**config.mk**
```make
export PLATFORM = sky130hd
export DESIGN_NAME = fifo_from_host_top
export DESIGN_NICKNAME = d
export VERILOG_FILES = /design/src/hw/fifo_host_pkg.sv /design/src/hw/reorder_if.sv /design/src/hw/reorder_scoreboard.sv /design/src/hw/out_fifo2.sv /design/src/hw/ring_csr.sv /design/src/hw/ring_reader.sv /design/src/hw/fifo_from_host_top.sv
export VERILOG_INCLUDE_DIRS = /design/src /design/src/hw
export SDC_FILE = /design/constraint.sdc
export NUM_CORES = 1
export LEC_CHECK = 0
export BUFFER_PORTS_ARGS = -buffer_cell sky130_fd_sc_hd__buf_2
export CORE_UTILIZATION = 45
export DETAILED_ROUTE_END_ITERATION = 10
export SYNTH_ARGS = -nofsm -noshare
export SYNTH_HDL_FRONTEND = slang
export SYNTH_SLANG_ARGS = --single-unit
export TNS_END_PERCENT = 50
```
**constraint.sdc**
```tcl
create_clock -name clk -period 16.89 [get_ports clk]
set_input_delay 3.378 -clock clk [delete_from_list [all_inputs] [get_ports clk]]
set_output_delay 3.378 -clock clk [all_outputs]
set_load 0.02 [all_outputs]
```
**src/hw/fifo_host_defines.svh**
```systemverilog
// Widths and depths shared by the ring reader design, pulled in with `include where needed
`ifndef FIFO_HOST_DEFINES_SVH
`define FIFO_HOST_DEFINES_SVH

// One cache line of payload carried on the memory response bus
`define FH_DATA_W 64

// Line address width on the memory request bus
`define FH_ADDR_W 32

// The ring holds 64 lines, so the index wraps naturally at 6 bits
`define FH_RING_IDX_W 6

// Number of reads that may be in flight at once
`define FH_SB_ENTRIES 8

// Bits needed to name one scoreboard slot
`define FH_SB_IDX_W 3

// Request tag width, echoed back unchanged with the response
`define FH_MDATA_W 8

`endif

```
**src/hw/fifo_host_pkg.sv**
```systemverilog
// Types for ring indices, addresses, line data and the read tag; imported by the RTL modules
`default_nettype none

`include "fifo_host_defines.svh"

package fifo_host_pkg;

    // Position of a line inside the host ring
    typedef logic [`FH_RING_IDX_W-1:0] t_ring_idx;

    // Cache-line granular memory address
    typedef logic [`FH_ADDR_W-1:0] t_line_addr;

    // Payload of one cache line
    typedef logic [`FH_DATA_W-1:0] t_line_data;

    // Slot number in the reorder scoreboard
    typedef logic [`FH_SB_IDX_W-1:0] t_sb_idx;

    // ======================================
    // Read tag layout
    // ======================================

    // The reader encodes the scoreboard slot in the tag so that a response
    // can be written straight into its slot whatever order it arrives in
    typedef struct packed {
        logic                                is_read;
        logic [`FH_MDATA_W-`FH_SB_IDX_W-2:0] reserved;
        t_sb_idx                             rob_idx;
    } t_read_meta;

    // The memory port sees only the raw bits of the tag
    typedef union packed {
        t_read_meta             meta;
        logic [`FH_MDATA_W-1:0] raw;
    } t_mdata;

endpackage

`default_nettype wire

```
**src/hw/reorder_if.sv**
```systemverilog
// Bundle between the ring reader and the reorder scoreboard; the reader owns allocate, fill, drain
`timescale 1ns/10ps
`default_nettype none

interface reorder_if
    import fifo_host_pkg::*;
();

    // Allocation side, one slot per granted read
    logic       alloc_en;
    logic       alloc_rdy;
    t_sb_idx    alloc_idx;

    // Fill side, written as responses arrive in any order
    logic       fill_en;
    t_sb_idx    fill_idx;
    t_line_data fill_data;

    // Drain side, always the oldest allocated slot
    logic       drain_en;
    logic       head_valid;
    t_line_data head_data;

    // The reader issues requests, steers responses and pulls the head
    modport owner (
        output alloc_en, fill_en, fill_idx, fill_data, drain_en,
        input  alloc_rdy, alloc_idx, head_valid, head_data
    );

    // The scoreboard reports free space and the state of its head
    modport scoreboard (
        input  alloc_en, fill_en, fill_idx, fill_data, drain_en,
        output alloc_rdy, alloc_idx, head_valid, head_data
    );

endinterface

`default_nettype wire

```
**src/hw/reorder_scoreboard.sv**
```systemverilog
// Reorder buffer for read responses; slots are allocated and drained in order, filled in any order
`timescale 1ns/10ps
`default_nettype none

`include "fifo_host_defines.svh"

module reorder_scoreboard
    import fifo_host_pkg::*;
(
    input  wire logic         clk,
    input  wire logic         resetb,
    reorder_if.scoreboard     sb
);

    // ======================================
    // Storage and pointers
    // ======================================

    // Line storage, one entry per outstanding read
    t_line_data data_mem [`FH_SB_ENTRIES];

    // Set when the response for a slot has landed
    logic [`FH_SB_ENTRIES-1:0] filled;

    // One extra pointer bit tells a full buffer from an empty one
    logic [`FH_SB_IDX_W:0] alloc_ptr;
    logic [`FH_SB_IDX_W:0] head_ptr;

    // Number of slots currently allocated
    logic [`FH_SB_IDX_W:0] sb_count;
    logic                  sb_empty;
    t_sb_idx               head_idx;

    // Distance of a fill slot from the head, used by the checks below
    t_sb_idx               fill_offset;

    assign sb_count    = alloc_ptr - head_ptr;
    assign sb_empty    = (sb_count == '0);
    assign head_idx    = head_ptr[`FH_SB_IDX_W-1:0];
    assign fill_offset = sb.fill_idx - head_idx;

    // ======================================
    // Status toward the owner
    // ======================================

    assign sb.alloc_rdy  = (sb_count != (`FH_SB_IDX_W+1)'(`FH_SB_ENTRIES));
    assign sb.alloc_idx  = alloc_ptr[`FH_SB_IDX_W-1:0];

    // The flag is a register, so a fill shows at the head one cycle later
    assign sb.head_valid = !sb_empty && filled[head_idx];
    assign sb.head_data  = data_mem[head_idx];

    // Pointers and fill flags
    always_ff @(posedge clk)
    begin
        if (!resetb)
        begin
            alloc_ptr <= '0;
            head_ptr  <= '0;
            filled    <= '0;
        end
        else
        begin
            if (sb.alloc_en)
                alloc_ptr <= alloc_ptr + 1'b1;

            // Clearing on drain leaves the slot ready for its next use
            if (sb.drain_en)
            begin
                head_ptr         <= head_ptr + 1'b1;
                filled[head_idx] <= 1'b0;
            end

            if (sb.fill_en)
                filled[sb.fill_idx] <= 1'b1;
        end
    end

    // Payload write, any slot in any order
    always_ff @(posedge clk)
    begin
        if (sb.fill_en)
            data_mem[sb.fill_idx] <= sb.fill_data;
    end

    // A response must target a slot that was handed out and not yet filled
    a_fill_allocated: assert property (@(posedge clk) disable iff (!resetb)
        sb.fill_en |-> (({1'b0, fill_offset} < sb_count) && !filled[sb.fill_idx]));

    // The owner may only pull the head once its data is present
    a_drain_valid: assert property (@(posedge clk) disable iff (!resetb)
        sb.drain_en |-> sb.head_valid);

endmodule

`default_nettype wire

```
**src/hw/out_fifo2.sv**
```systemverilog
// Two-entry buffer between the scoreboard head and the client, at one line per cycle
`timescale 1ns/10ps
`default_nettype none

module out_fifo2
    import fifo_host_pkg::*;
(
    input  wire logic        clk,
    input  wire logic        resetb,
    input  wire logic        enq_en,
    input  wire t_line_data  enq_data,
    output logic             not_full,
    output t_line_data       first,
    input  wire logic        deq_en,
    output logic             not_empty
);

    // Entry 0 is always the oldest, entry 1 only fills behind it
    t_line_data data0;
    t_line_data data1;
    logic       valid0;
    logic       valid1;

    assign first     = data0;
    assign not_empty = valid0;
    // With one line held an enqueue and a dequeue may still happen together
    assign not_full  = !valid1;

    // Valid bits
    always_ff @(posedge clk)
    begin
        if (!resetb)
        begin
            valid0 <= 1'b0;
            valid1 <= 1'b0;
        end
        else
        begin
            case ({enq_en, deq_en})
                2'b10:
                begin
                    if (valid0)
                        valid1 <= 1'b1;
                    else
                        valid0 <= 1'b1;
                end
                2'b01:
                begin
                    valid0 <= valid1;
                    valid1 <= 1'b0;
                end
                default:
                begin
                    // Both or neither, so occupancy does not change
                    valid0 <= valid0;
                    valid1 <= valid1;
                end
            endcase
        end
    end

    // Payload moves forward on dequeue, new data lands in the first free place
    always_ff @(posedge clk)
    begin
        if (deq_en)
            data0 <= (enq_en && !valid1) ? enq_data : data1;
        else if (enq_en && !valid0)
            data0 <= enq_data;

        if (enq_en && (valid1 || (valid0 && !deq_en)))
            data1 <= enq_data;
    end

    a_no_overflow: assert property (@(posedge clk) disable iff (!resetb)
        enq_en |-> not_full);

    a_no_underflow: assert property (@(posedge clk) disable iff (!resetb)
        deq_en |-> not_empty);

endmodule

`default_nettype wire

```
**src/hw/ring_csr.sv**
```systemverilog
// Host-written ring settings, the base line address and the index past the newest posted line
`timescale 1ns/10ps
`default_nettype none

`include "fifo_host_defines.svh"

module ring_csr
    import fifo_host_pkg::*;
(
    input  wire logic        clk,
    input  wire logic        resetb,

    // Single write port, the selector picks the register
    input  wire logic        csr_wr_en,
    input  wire logic        csr_sel,
    input  wire t_line_addr  csr_wr_data,

    output t_line_addr       base_addr,
    output t_ring_idx        newest_idx
);

    // ======================================
    // Register map
    // ======================================

    // Selector value for each register
    localparam logic SEL_BASE   = 1'b0;
    localparam logic SEL_NEWEST = 1'b1;

    // The host advances the newest index as it writes lines into the ring;
    // the reader chases it until the two are equal.
    // Only the low ring index bits carry meaning, the rest are dropped
    always_ff @(posedge clk)
    begin
        if (!resetb)
        begin
            base_addr  <= '0;
            newest_idx <= '0;
        end
        else if (csr_wr_en)
        begin
            case (csr_sel)
                SEL_BASE:
                    base_addr <= csr_wr_data;
                SEL_NEWEST:
                    newest_idx <= csr_wr_data[`FH_RING_IDX_W-1:0];
                default:
                begin
                    base_addr  <= base_addr;
                    newest_idx <= newest_idx;
                end
            endcase
        end
    end

endmodule

`default_nettype wire

```
**src/hw/ring_reader.sv**
```systemverilog
// Ring read engine; issues tagged line reads, feeds the scoreboard and drains it in ring order
`timescale 1ns/10ps
`default_nettype none

`include "fifo_host_defines.svh"

module ring_reader
    import fifo_host_pkg::*;
(
    input  wire logic                   clk,
    input  wire logic                   resetb,

    // Settings from the register block
    input  wire t_line_addr             base_addr,
    input  wire t_ring_idx              newest_idx,

    // Memory read request, a level answered by a grant strobe
    output logic                        rd_req,
    output t_line_addr                  rd_addr,
    output logic [`FH_MDATA_W-1:0]      rd_mdata,
    input  wire logic                   rd_grant,

    // Memory read response, returned in any order
    input  wire logic                   rsp_valid,
    input  wire logic [`FH_MDATA_W-1:0] rsp_mdata,
    input  wire t_line_data             rsp_data,

    reorder_if.owner                    sb,

    // Toward the output buffer
    output logic                        enq_en,
    output t_line_data                  enq_data,
    input  wire logic                   not_full,

    output t_ring_idx                   oldest_idx
);

    // Next ring slot to request
    t_ring_idx next_idx;

    t_mdata    req_tag;
    t_mdata    rsp_tag;

    // ======================================
    // Request side
    // ======================================

    // Read while the host has posted lines we have not asked for and a
    // reorder slot is free to receive the answer
    assign rd_req = (next_idx != newest_idx) && sb.alloc_rdy;

    // Adding rather than splicing low bits lets the ring sit at any base
    assign rd_addr = base_addr + t_line_addr'(next_idx);

    // The tag carries the slot this read will fill
    always_comb
    begin
        req_tag.meta.is_read  = 1'b1;
        req_tag.meta.reserved = '0;
        req_tag.meta.rob_idx  = sb.alloc_idx;
    end
    assign rd_mdata = req_tag.raw;

    // A granted read owns the slot named in its tag
    assign sb.alloc_en = rd_grant;

    always_ff @(posedge clk)
    begin
        if (!resetb)
            next_idx <= '0;
        else if (rd_grant)
            next_idx <= next_idx + 1'b1;
    end

    // ======================================
    // Response and drain side
    // ======================================

    // Only read responses go into the scoreboard
    assign rsp_tag.raw  = rsp_mdata;
    assign sb.fill_en   = rsp_valid && rsp_tag.meta.is_read;
    assign sb.fill_idx  = rsp_tag.meta.rob_idx;
    assign sb.fill_data = rsp_data;

    // Move the head across whenever the output buffer has room
    assign enq_en      = sb.head_valid && not_full;
    assign enq_data    = sb.head_data;
    assign sb.drain_en = enq_en;

    // The host may reuse a slot once its line has left the scoreboard.
    // Counting here avoids tracking fills that arrive out of order
    always_ff @(posedge clk)
    begin
        if (!resetb)
            oldest_idx <= '0;
        else if (enq_en)
            oldest_idx <= oldest_idx + 1'b1;
    end

    // The arbiter may only grant a request that is being raised
    a_grant_with_req: assert property (@(posedge clk) disable iff (!resetb)
        rd_grant |-> rd_req);

endmodule

`default_nettype wire

```
**src/hw/fifo_from_host_top.sv**
```systemverilog
// Top level of the host ring reader; plain ports toward memory, register writes and the client
`timescale 1ns/10ps
`default_nettype none

`include "fifo_host_defines.svh"

module fifo_from_host_top
    import fifo_host_pkg::*;
(
    input  wire logic                     clk,
    input  wire logic                     resetb,

    input  wire logic                     csr_wr_en,
    input  wire logic                     csr_sel,
    input  wire logic [`FH_ADDR_W-1:0]    csr_wr_data,

    output logic                          rd_req,
    output logic [`FH_ADDR_W-1:0]         rd_addr,
    output logic [`FH_MDATA_W-1:0]        rd_mdata,
    input  wire logic                     rd_grant,

    input  wire logic                     rsp_valid,
    input  wire logic [`FH_MDATA_W-1:0]   rsp_mdata,
    input  wire logic [`FH_DATA_W-1:0]    rsp_data,

    output logic [`FH_DATA_W-1:0]         rx_data,
    output logic                          rx_rdy,
    input  wire logic                     rx_enable,

    output logic [`FH_RING_IDX_W-1:0]     oldest_idx
);

    t_line_addr base_addr;
    t_ring_idx  newest_idx;
    logic       enq_en;
    t_line_data enq_data;
    logic       not_full;
    logic       client_deq;

    // The client may hold enable high while nothing is ready
    assign client_deq = rx_enable && rx_rdy;

    reorder_if u_rob_if ();

    ring_csr u_ring_csr (
        .clk, .resetb, .csr_wr_en, .csr_sel, .csr_wr_data,
        .base_addr, .newest_idx
    );

    ring_reader u_ring_reader (
        .clk, .resetb, .base_addr, .newest_idx,
        .rd_req, .rd_addr, .rd_mdata, .rd_grant,
        .rsp_valid, .rsp_mdata, .rsp_data,
        .sb (u_rob_if.owner),
        .enq_en, .enq_data, .not_full, .oldest_idx
    );

    reorder_scoreboard u_scoreboard (.clk, .resetb, .sb (u_rob_if.scoreboard));

    out_fifo2 u_out_fifo (
        .clk, .resetb, .enq_en, .enq_data, .not_full,
        .first (rx_data), .deq_en (client_deq), .not_empty (rx_rdy)
    );

endmodule

`default_nettype wire

```
## After elaboration in Yosys (flattened, before gate mapping)

Memory sizes are Yosys's and may differ from the RTL's. A register that Yosys moved wholly into a read port is not among the register bits.
Index checks and enable logic that the tools add are counted.

- ROM bits: 0
- Memory bits (writable): 512
- Output and inout port bits: 112
- Latch bits: 0
- Register bits: 196
- Memories: 1

Memories:

| memory | depth | bits a word | read ports | clocked after Yosys merged registers in | write ports | line | RTL |
|---|---|---|---|---|---|---|---|
| u_scoreboard.data_mem | 8 | 64 | 1 | 1 | 1 | reorder_scoreboard.sv:20 | `` t_line_data data_mem [`FH_SB_ENTRIES]; `` |

- Mux-type cells: 19
- Equal/unequal tests: 5
- Bitwise gates (word level): 4
- $mul: 0
- Shift-type cells: 0
- Divide/modulo/power cells: 0
- Reductions and logical operators: 22
- Add/subtract/negate cells: 6
- $lt $le $gt $ge: 4

Operators with widths:

| operator | count |
|---|---|
| $mux 64 | 3 |
| $add 32x6->32 | 1 |
| $mux 8 | 3 |
| $add 6x1->6 const B | 2 |
| $logic_and 1x1->1 | 11 |
| $add 4x1->4 const B | 2 |
| $and 8x8->8 | 1 |
| $lt 3x4->1 const B | 2 |
| $not 8->8 | 1 |
| $or 8x8->8 | 1 |
| $demux 1 s3 | 2 |
| $ge 3x1->1 const B | 2 |
| $mux 1 | 6 |
| $mux 3 | 2 |
| $ne 6x6->1 | 1 |
| $reduce_and 2->1 | 3 |
| $logic_not 1->1 | 4 |
| $logic_not 4->1 | 1 |
| $ne 4x4->1 const B | 1 |
| $pmux 1 s2 | 2 |
| $reduce_bool 2->1 | 2 |
| $sub 4x4->4 | 1 |
| $bmux 1 s3 | 1 |
| $eq 2x1->1 const B | 1 |
| other kinds (4) | 4 |

## Depth between registers and ports, before layout

Gate-level depths: netlist of run 1.

- Depth after elaboration: 10
- Mapped depth: 12
- Mapped depth without buffers: 11

## Modules after synthesis

A second synthesis of run 1 with hierarchy kept.

- Cell total of the unflattened synthesis: 1533
- Area, all modules: 29011.6 um^2

Modules (own cells, without submodules):

| module | instances | cells an instance | area each (um^2) |
|---|---|---|---|
| reorder_scoreboard | 1 | 844 | 20165.6 |
| out_fifo2 | 1 | 216 | 4783.3 |
| ring_reader | 1 | 311 | 2508.7 |
| ring_csr | 1 | 161 | 1547.7 |
| fifo_from_host_top | 1 | 1 | 6.3 |

## Worst setup path after synthesis of run 1

Ideal clock, no wire load.

- Kind: input-to-reg
- Start point: input port rsp_mdata[1]
- End point: register u_scoreboard.filled[4]
- Arrival time: 10.847 ns
- Cell stages on the path: 3
- Library setup time: 0.096 ns
- Slack: 5.947 ns
- Buffers on the path: 0
- Cells stage by stage: nor4b_1 > o21ai_0 > a21oi_1

- Cells in the longest elaborated chain, start to end: 6
- Elaborated cells between the ends (all ways): 7

RTL lines:

| what | line | RTL |
|---|---|---|
| start: declaration | fifo_from_host_top.sv:23 | `` input wire logic [`FH_MDATA_W-1:0] rsp_mdata, `` |
| $lt 3x4->1 (not written as such) or $ge 3x1->1 (tied branches) | reorder_scoreboard.sv:75 | `filled[sb.fill_idx] <= 1'b1;` |
| $logic_and 1x1->1 (not written as such) | reorder_scoreboard.sv:75 |  |
| $mux 1 (not written as such) | reorder_scoreboard.sv:75 |  |
| $demux 1 s3 (*) | -- |  |
| $or 8x8->8 (no line) (*) | -- |  |
| $mux 8 (*) | reorder_scoreboard.sv:74 | `if (sb.fill_en)` |
| end signal: assignment | reorder_scoreboard.sv:60 | `filled <= '0;` |
| end signal: indexed assignment | reorder_scoreboard.sv:71 | `filled[head_idx] <= 1'b0;` |
| end signal: indexed assignment | reorder_scoreboard.sv:75 |  |
| end: declaration | reorder_scoreboard.sv:23 | `` logic [`FH_SB_ENTRIES-1:0] filled; `` |

Mark *: on every way between the ends. The rest lies on a longest branch, timed or not.
A chain may end at the register's enable or synchronous reset.

## Worst setup path in the final report of run 1

- Start point: register u_ring_reader.next_idx[0]
- End point: output port rd_addr[16]

- Cells in the longest elaborated chain, start to end: 1

RTL lines:

| what | line | RTL |
|---|---|---|
| start: declaration | ring_reader.sv:39 | `t_ring_idx next_idx;` |
| start signal: assignment | ring_reader.sv:72 | `next_idx <= next_idx + 1'b1;` |
| $add 32x6->32 | ring_reader.sv:53 | `assign rd_addr = base_addr + t_line_addr'(next_idx);` |
| end: declaration | fifo_from_host_top.sv:18 | `` output logic [`FH_ADDR_W-1:0] rd_addr, `` |

No other way between the ends.

==> key figures, run 1 <==
Route
  • Total via count in the routed design: 13800
  • Post-DR vias/cell: 5.49
  • DR DRC count: 0
  • Initial DRC Count: 805
  • Antenna-violating nets left: 0
  • First drt pass iteration count: 4
  • Final routed wirelength across all metal layers: 58.0 mm
  • Post-detailed-route wirelength per cell: 23.0 um

Floorplanning
  • Standard cell core area: 60600 um2
  • Die area: 62500 um2
  • DIE HEIGHT: 250 um
  • Number of cell rows: 90
  • Effective utilization at floorplan: 45.7%
  • Die X-Extent: 250 um
  • Num ports: 223

Synth
  • Top cell type's share of synthesized area: 69.5%
  • Largest area contributor in the netlist: sky130_fd_sc_hd__edfxtp_1
  • Count of different cell masters after synthesis: 52
  • Cells after synthesis: 1437
  • Synth Cell Area: 27700 um2
  • Number of synthesized flops with an enable pin: 640
  • Proportion of synthesized chip area in sequential cells: 74.6%
  • Number of warnings issued by yosys: 0
  • Number of synthesized register bits: 711
  • Largest cells by area after synthesis: sky130_fd_sc_hd__edfxtp_1, sky130_fd_sc_hd__mux4_2, sky130_fd_sc_hd__dfxtp_1
  • Share of synthesized registers carrying an async set or reset: 0%
  • Ys flop type: sky130_fd_sc_hd__edfxtp_1
  • Average instance area after synthesis: 19.3 um2

Clocking
  • Htree depth: 3
  • Clock transition at the registers of the reported paths: 0.06 ns
  • Number of setup buffers added after CTS: 0
  • Clk Latency, worst-skew pair: 0.61 ns
  • Clk root buf: sky130_fd_sc_hd__clkbuf_16
  • Clock Sink Count: 711
  • CTS tree: built
  • PostCTS Resize Cnt: 0
  • Number of hold-repair buffers added at the cts stage: 0
  • TritonCTS Buffers: 74
  • Maximum count of clock buffers along a single path: 3

Timing
  • Final Cycle Share: 40.7%
  • Final critical delay including setup and external delays: 6.87 ns
  • Fmax: 146 MHz
  • Setup clock skew after layout: 0.0185 ns
  • Setup total negative slack: 0 ns
  • Count of final setup violators: 0
  • Final count of pins violating max slew: 0
  • Final Hold Viols: 0
  • Pin slew with the least headroom to its limit: 1.13 ns
  • RSZ-0062 raised after global routing: false
  • Headroom to the max-slew limit: 24.7%

Placed design
  • Placed inst area: 29600 um2
  • Final RePlAce weighted congestion: 0.802
  • IO Port Bufs: 213
  • Sum of net half-perimeters after detailed placement: 31.5 mm

Finish
  • Fill cell total of the finished layout: 4902
  • Layout overhead on the synthesized area: 15.4%
  • Total non-filler cell area in the finished layout: 31900 um2
  • Reg area: 20700 um2
  • Top library cells by usage in the layout, fill and taps aside: sky130_fd_sc_hd__edfxtp_1, sky130_fd_sc_hd__buf_2, sky130_fd_sc_hd__mux4_2
  • Fraction of final layout cells with drive strength greater than 1: 35.3%
  • Combined area of the multi-input logic cells: 6680 um2
  • Commonest non-fill, non-tap cell in the layout: sky130_fd_sc_hd__edfxtp_1
  • Number of nets in the final layout: 1805

Job
  • Max-cap violations: 0

Min path
  • Start point of the worst min-delay path: u_ring_csr.base_addr[5]
  • Count of cells along the worst hold path: 2
  • WHS Endpoint: u_ring_csr.base_addr[5]
  • Hold/Removal Path Class: reg2reg

Global route
  • Grt ovf: 0
  • Largest net degree at the start of global routing: 60
  • First-pass GRT wire length: 87.4 mm
  • Number of global-route vias before repair: 14400
  • Initial antenna violation count: 10
  • All-Layer GR Usage: 18.8%

Critical path
  • Number of cells on the worst reg-to-reg path: 8
  • Critical register-to-register path startpoint: u_scoreboard.head_ptr[2]
  • R2r endpoint: u_out_fifo.first[54]
  • Type of the worst setup path: reg2out
  • Critical Path AT: 3.49 ns
  • Crit path launch type: register
  • CP Capture Type: output port
  • Largest fanout of any net on the critical path: 13
  • Required arrival time at the worst endpoint: 13.51 ns
  • Flop-to-flop setup slack: 12.66 ns

Power
  • Leakage component of the power: 10.5 nW
  • Worst VDD drop: 77.3 uV
  • Power Density: 116 nW/um2
  • Power consumption: 3.71 mW

Run status
  • Status: complete, no violations
[worst max path at each step]
| stage | start | end | slack, ns | cells past startpoint |
|---|---|---|---|---|
| finish | u_ring_reader.next_idx[0] | rd_addr[16] | 10.02 | 8 |
| detailed placement | u_ring_reader.next_idx[0] | rd_addr[16] | 10.64 | 8 |
| CTS | u_ring_reader.next_idx[0] | rd_addr[16] | 9.94 | 8 |
| global route | u_ring_reader.next_idx[0] | rd_addr[16] | 9.84 | 8 |
| global placement | u_ring_reader.next_idx[0] | rd_addr[22] | 10.67 | 8 |
| floorplan | rsp_mdata[1] | u_scoreboard.filled[4] | 5.95 | 3 |
[cell families (layout without fill, tap and decap cells)]
group / Yosys count / after routing / share of synthesized area, %
buffers and inverters: 91 / 388 / 1.50
and+or+nand+nor: 210 / 210 / 3.60
other: 2 / 6 / 0.0271
DFF: 711 / 711 / 74.6
AOI/OAI and AO/OA: 97 / 97 / 2.13
adders and majority gates: 17 / 17 / 0.796
muxes: 264 / 264 / 15.9
xor gates and xnor gates: 45 / 45 / 1.42
[state kept, by name (all words and copies together) (netlist names), named ones only]
register	cells
u_scoreboard.data_mem	512
u_out_fifo.data1	64
u_out_fifo.first	64
u_ring_csr.base_addr	32
u_scoreboard.filled	8
u_ring_csr.newest_idx	6
u_ring_reader.next_idx	6
u_ring_reader.oldest_idx	6
u_scoreboard.alloc_ptr	4
u_scoreboard.head_ptr	4
u_out_fifo.not_empty	1
u_out_fifo.valid1	1
[per-layer routing]
| metal | share of wire (%) | GRT usage [%] |
|---|---|---|
| met1 | 44 | 25.2 |
| met2 | 50 | 31.0 |
| met3 | 4.6 | 3.98 |
| met4 | 1.9 | 6.06 |
| met5 | 0.21 | 0 |
[power by group]
part / internal [mW] / switching [mW]
clock: 0.895 / 0.660
combinational: 0.0705 / 0.107
sequential: 1.96 / 0.0189
[synth_stat cells, drive strengths merged (2+ instances only)]
library cell and n:
a211oi 2, a21o 2, a21oi 62, and2 2
and3 2, and4 2, buf 33, clkbuf 45
conb 2, dfxtp 71, edfxtp 640, ha 16
inv 13, mux2 129, mux2i 7, mux4 128
nand2 98, nand2b 3, nand3 20, nand4 14
nor2 18, nor2b 2, nor3 24, nor3b 4
nor4 9, nor4b 3, o21ai 17, o31ai 3
or3 4, or4 3, xnor2 13, xor2 32
[metrics by stage]
step / instances / hold slack (ns) / util (%) / worst slack (ns)
after floorplan: 1440 / 0.436 / - / 5.95
after global placement: 2383 / 0.449 / 48.9 / 10.67
after detailed placement: 2383 / 0.455 / 48.9 / 10.64
after CTS: 2519 / 0.464 / 52.7 / 9.94
after global routing: 2520 / 0.489 / 52.7 / 9.84
final: 2520 / 0.459 / 52.7 / 10.02
[area by class of cell]
class | count | area share [%]
antenna | 1 | 0.00784
tap | 782 | 3.06
timing repair buffer | 239 | 3.95
multi-input combinational | 638 | 20.9
inverter | 13 | 0.161
clock buffer | 99 | 6.24
clock inverter | 37 | 0.968
sequential | 711 | 64.7
[critical path: stages, from the launching register on]
cell and delay [ns]:
sky130_fd_sc_hd__dfxtp_1 0.38, sky130_fd_sc_hd__ha_1 0.24, sky130_fd_sc_hd__fa_1 0.41, sky130_fd_sc_hd__a21oi_1 0.22, sky130_fd_sc_hd__o21ai_0 0.10, sky130_fd_sc_hd__a21oi_1 0.90
sky130_fd_sc_hd__nor3_1 0.19, sky130_fd_sc_hd__xnor2_1 0.25, sky130_fd_sc_hd__buf_2 0.20
Power figures use the tool's default switching activity.
==> inputs of run 2 (changes only) <==
- PLACE_DENSITY: unset -> 0.65
- clock period: 16.89 -> 6.1 ns (I/O delays scaled with it)
==> key figures, run 2 (same netlist as run 1, synthesis figures left out) <==
Critical path
  • Crit path launch type: register
  • CP Capture Type: output port
  • Slowest stage cell on the critical path: sky130_fd_sc_hd__a21oi_1
  • Buf+Inv Stages, Crit Path: 1
  • Flop-to-flop setup slack: 2.45 ns
  • Critical path's most frequent cell: sky130_fd_sc_hd__a21oi_1
  • Critical register-to-register path startpoint: u_scoreboard.head_ptr[2]
  • Largest fanout of any net on the critical path: 13
  • Type of the worst setup path: reg2out
  • Critical Path Max Stage Delay: 0.88 ns
  • Required arrival time at the worst endpoint: 4.88 ns
  • Critical Path AT: 3.48 ns
  • Family of cells with the greatest summed delay on the critical path: compound AO/OA/AOI/OAI gates
  • Cell breakdown of the critical path: ha_1, fa_1, a21oi_1, o21ai_0, a21oi_1, nor3_1, xor2_1, buf_2
  • Launch point of the critical path: u_ring_reader.next_idx[0]

Global route
  • Initial antenna violation count: 5
  • All-Layer GR Usage: 18.5%
  • First-pass GRT wire length: 86.7 mm
  • Largest net degree at the start of global routing: 87
  • Number of global-route vias before repair: 14600
  • Grt ovf: 0

Power
  • Sw Pwr: 2.20 mW
  • Portion of total power attributed to sequential cells: 51.2%
  • Leakage component of the power: 10.7 nW
  • Power consumption: 10.7 mW
  • Worst VDD drop: 277 uV
  • Clock network fraction of design power: 44.2%
  • Power Density: 332 nW/um2
  • Internal portion of total power: 8.51 mW
  • Sw frac: 20.5%
  • Proportion of power drawn by combinational gates: 4.7%

Timing
  • Count of final setup violators: 0
  • Final critical delay including setup and external delays: 4.70 ns
  • Fmax: 213 MHz
  • Final count of pins violating max slew: 0
  • RSZ-0062 raised after global routing: false
  • Pin slew with the least headroom to its limit: 1.26 ns
  • Final Cycle Share: 77.1%
  • Setup clock skew after layout: 0.0183 ns
  • Final Hold Viols: 0
  • Headroom to the max-slew limit: 15.6%
  • Setup total negative slack: 0 ns
  • Final setup margin: 1.40 ns

Finish
  • Commonest non-fill, non-tap cell in the layout: sky130_fd_sc_hd__edfxtp_1
  • Register containing the most flip-flops in the final layout: u_scoreboard.data_mem
  • Layout overhead on the synthesized area: 16.6%
  • Fraction of final layout cells with drive strength greater than 1: 35.7%
  • Number of nets in the final layout: 1805
  • Top library cells by usage in the layout, fill and taps aside: sky130_fd_sc_hd__edfxtp_1, sky130_fd_sc_hd__buf_2, sky130_fd_sc_hd__mux4_2
  • Max reg flops: 512
  • Combined area of the multi-input logic cells: 6720 um2
  • Utilization after layout: 53.2%
  • Fill cell total of the finished layout: 4791
  • Reg area: 20700 um2

Clocking
  • Maximum count of clock buffers along a single path: 3
  • Clock transition at the registers of the reported paths: 0.06 ns
  • PostCTS Resize Cnt: 0
  • Clock Sink Count: 711
  • Number of setup buffers added after CTS: 0
  • Htree depth: 3
  • TritonCTS Buffers: 75
  • Clk root buf: sky130_fd_sc_hd__clkbuf_16
  • CTS tree: built
  • Clk Latency, worst-skew pair: 0.61 ns
  • Number of hold-repair buffers added at the cts stage: 0

Route
  • Post-DR vias/cell: 5.51
  • Antenna-violating nets left: 0
  • DR DRC count: 0
  • Initial DRC Count: 863
  • Post-detailed-route wirelength per cell: 22.7 um
  • Total via count in the routed design: 13900
  • First drt pass iteration count: 5
  • Final routed wirelength across all metal layers: 57.1 mm

Run status
  • Status: complete, no violations

Min path
  • Start point of the worst min-delay path: u_scoreboard.filled[7]
  • Hold/Removal Path Class: reg2reg

Floorplanning
  • Num ports: 223
  • Standard cell core area: 60600 um2
  • Die X-Extent: 250 um
  • DIE HEIGHT: 250 um
  • Number of cell rows: 90
  • Effective utilization at floorplan: 45.7%
  • Die area: 62500 um2

Job
  • Max-cap violations: 0

Placed design
  • Sum of net half-perimeters after detailed placement: 30.9 mm
  • Worst setup slack before clock tree synthesis: 2.06 ns
  • IO Port Bufs: 213
  • Final RePlAce weighted congestion: 0.774
run 2: cell types whose count changed in the layout (fill, tap and decap cells not counted), moves of 2 or more:
cell	change
sky130_fd_sc_hd__bufinv_16	+9
sky130_fd_sc_hd__clkbuf_1	-9
sky130_fd_sc_hd__buf_4	-4
sky130_fd_sc_hd__buf_12	+3
sky130_fd_sc_hd__clkbuf_16	+2
sky130_fd_sc_hd__clkinv_1	+2
sky130_fd_sc_hd__nor4b_2	-2
sky130_fd_sc_hd__nor4b_4	+2
run 2: worst reg2reg max path, delay by kind of cell, from the launching register on:
kind / cells / cell delay (ns)
DFF: 1 / 0.64
adders and majority gates: 1 / 0.37
and+or+nand+nor: 1 / 0.15
AOI/OAI and AO/OA: 3 / 1.22
muxes: 1 / 0.44
buffers and inverters: 2 / 0.57
run 2: power by group through the flow:
stage / clock [mW] / sequential [mW] / combinational [mW]
final: 4.73 / 5.48 / 0.502
after global routing: 5.00 / 5.48 / 0.546
after CTS: 4.83 / 5.48 / 0.511
after detailed placement: 0 / 5.58 / 0.509
after floorplan: 0 / 5.61 / 0.290
after global placement: 0 / 5.57 / 0.495
run 2: final timing paths:
kind | to | cells past startpoint
worst max-delay path | rd_addr[22] | 8
worst min-delay path | u_scoreboard.filled[7] | 2
worst max register to register | u_out_fifo.first[6] | 8
worst min register to register | u_scoreboard.filled[7] | 2
run 2: per-stage QoR:
stage                     hold slack [ns]  std cells  cell area (um2)
final                               0.461       2520            32300
after global routing                0.482       2520            32300
after CTS                           0.461       2518            32300
after detailed placement            0.456       2382            29700
after global placement              0.448       2382            29700
after floorplan                     0.436       1440            27700
run 2: layout make-up:
class / instances / area share [%]
multi-input combinational: 638 / 20.8
inverter: 13 / 0.155
clock buffer: 90 / 6.16
clock inverter: 46 / 1.80
tap: 782 / 3.03
antenna: 2 / 0.0155
timing repair buffer: 238 / 4.00
sequential: 711 / 64.0
run 2: per-layer routing:
metal,part of all wire (%),GRT usage [%],routed length [um],vias to the layer above
met5,0.060,0,34,-
met3,4.8,3.88,2750,105
li1,-,-,-,6229
met2,49,30.2,28200,336
met4,2.2,5.47,1240,6
met1,44,25.1,24900,7220
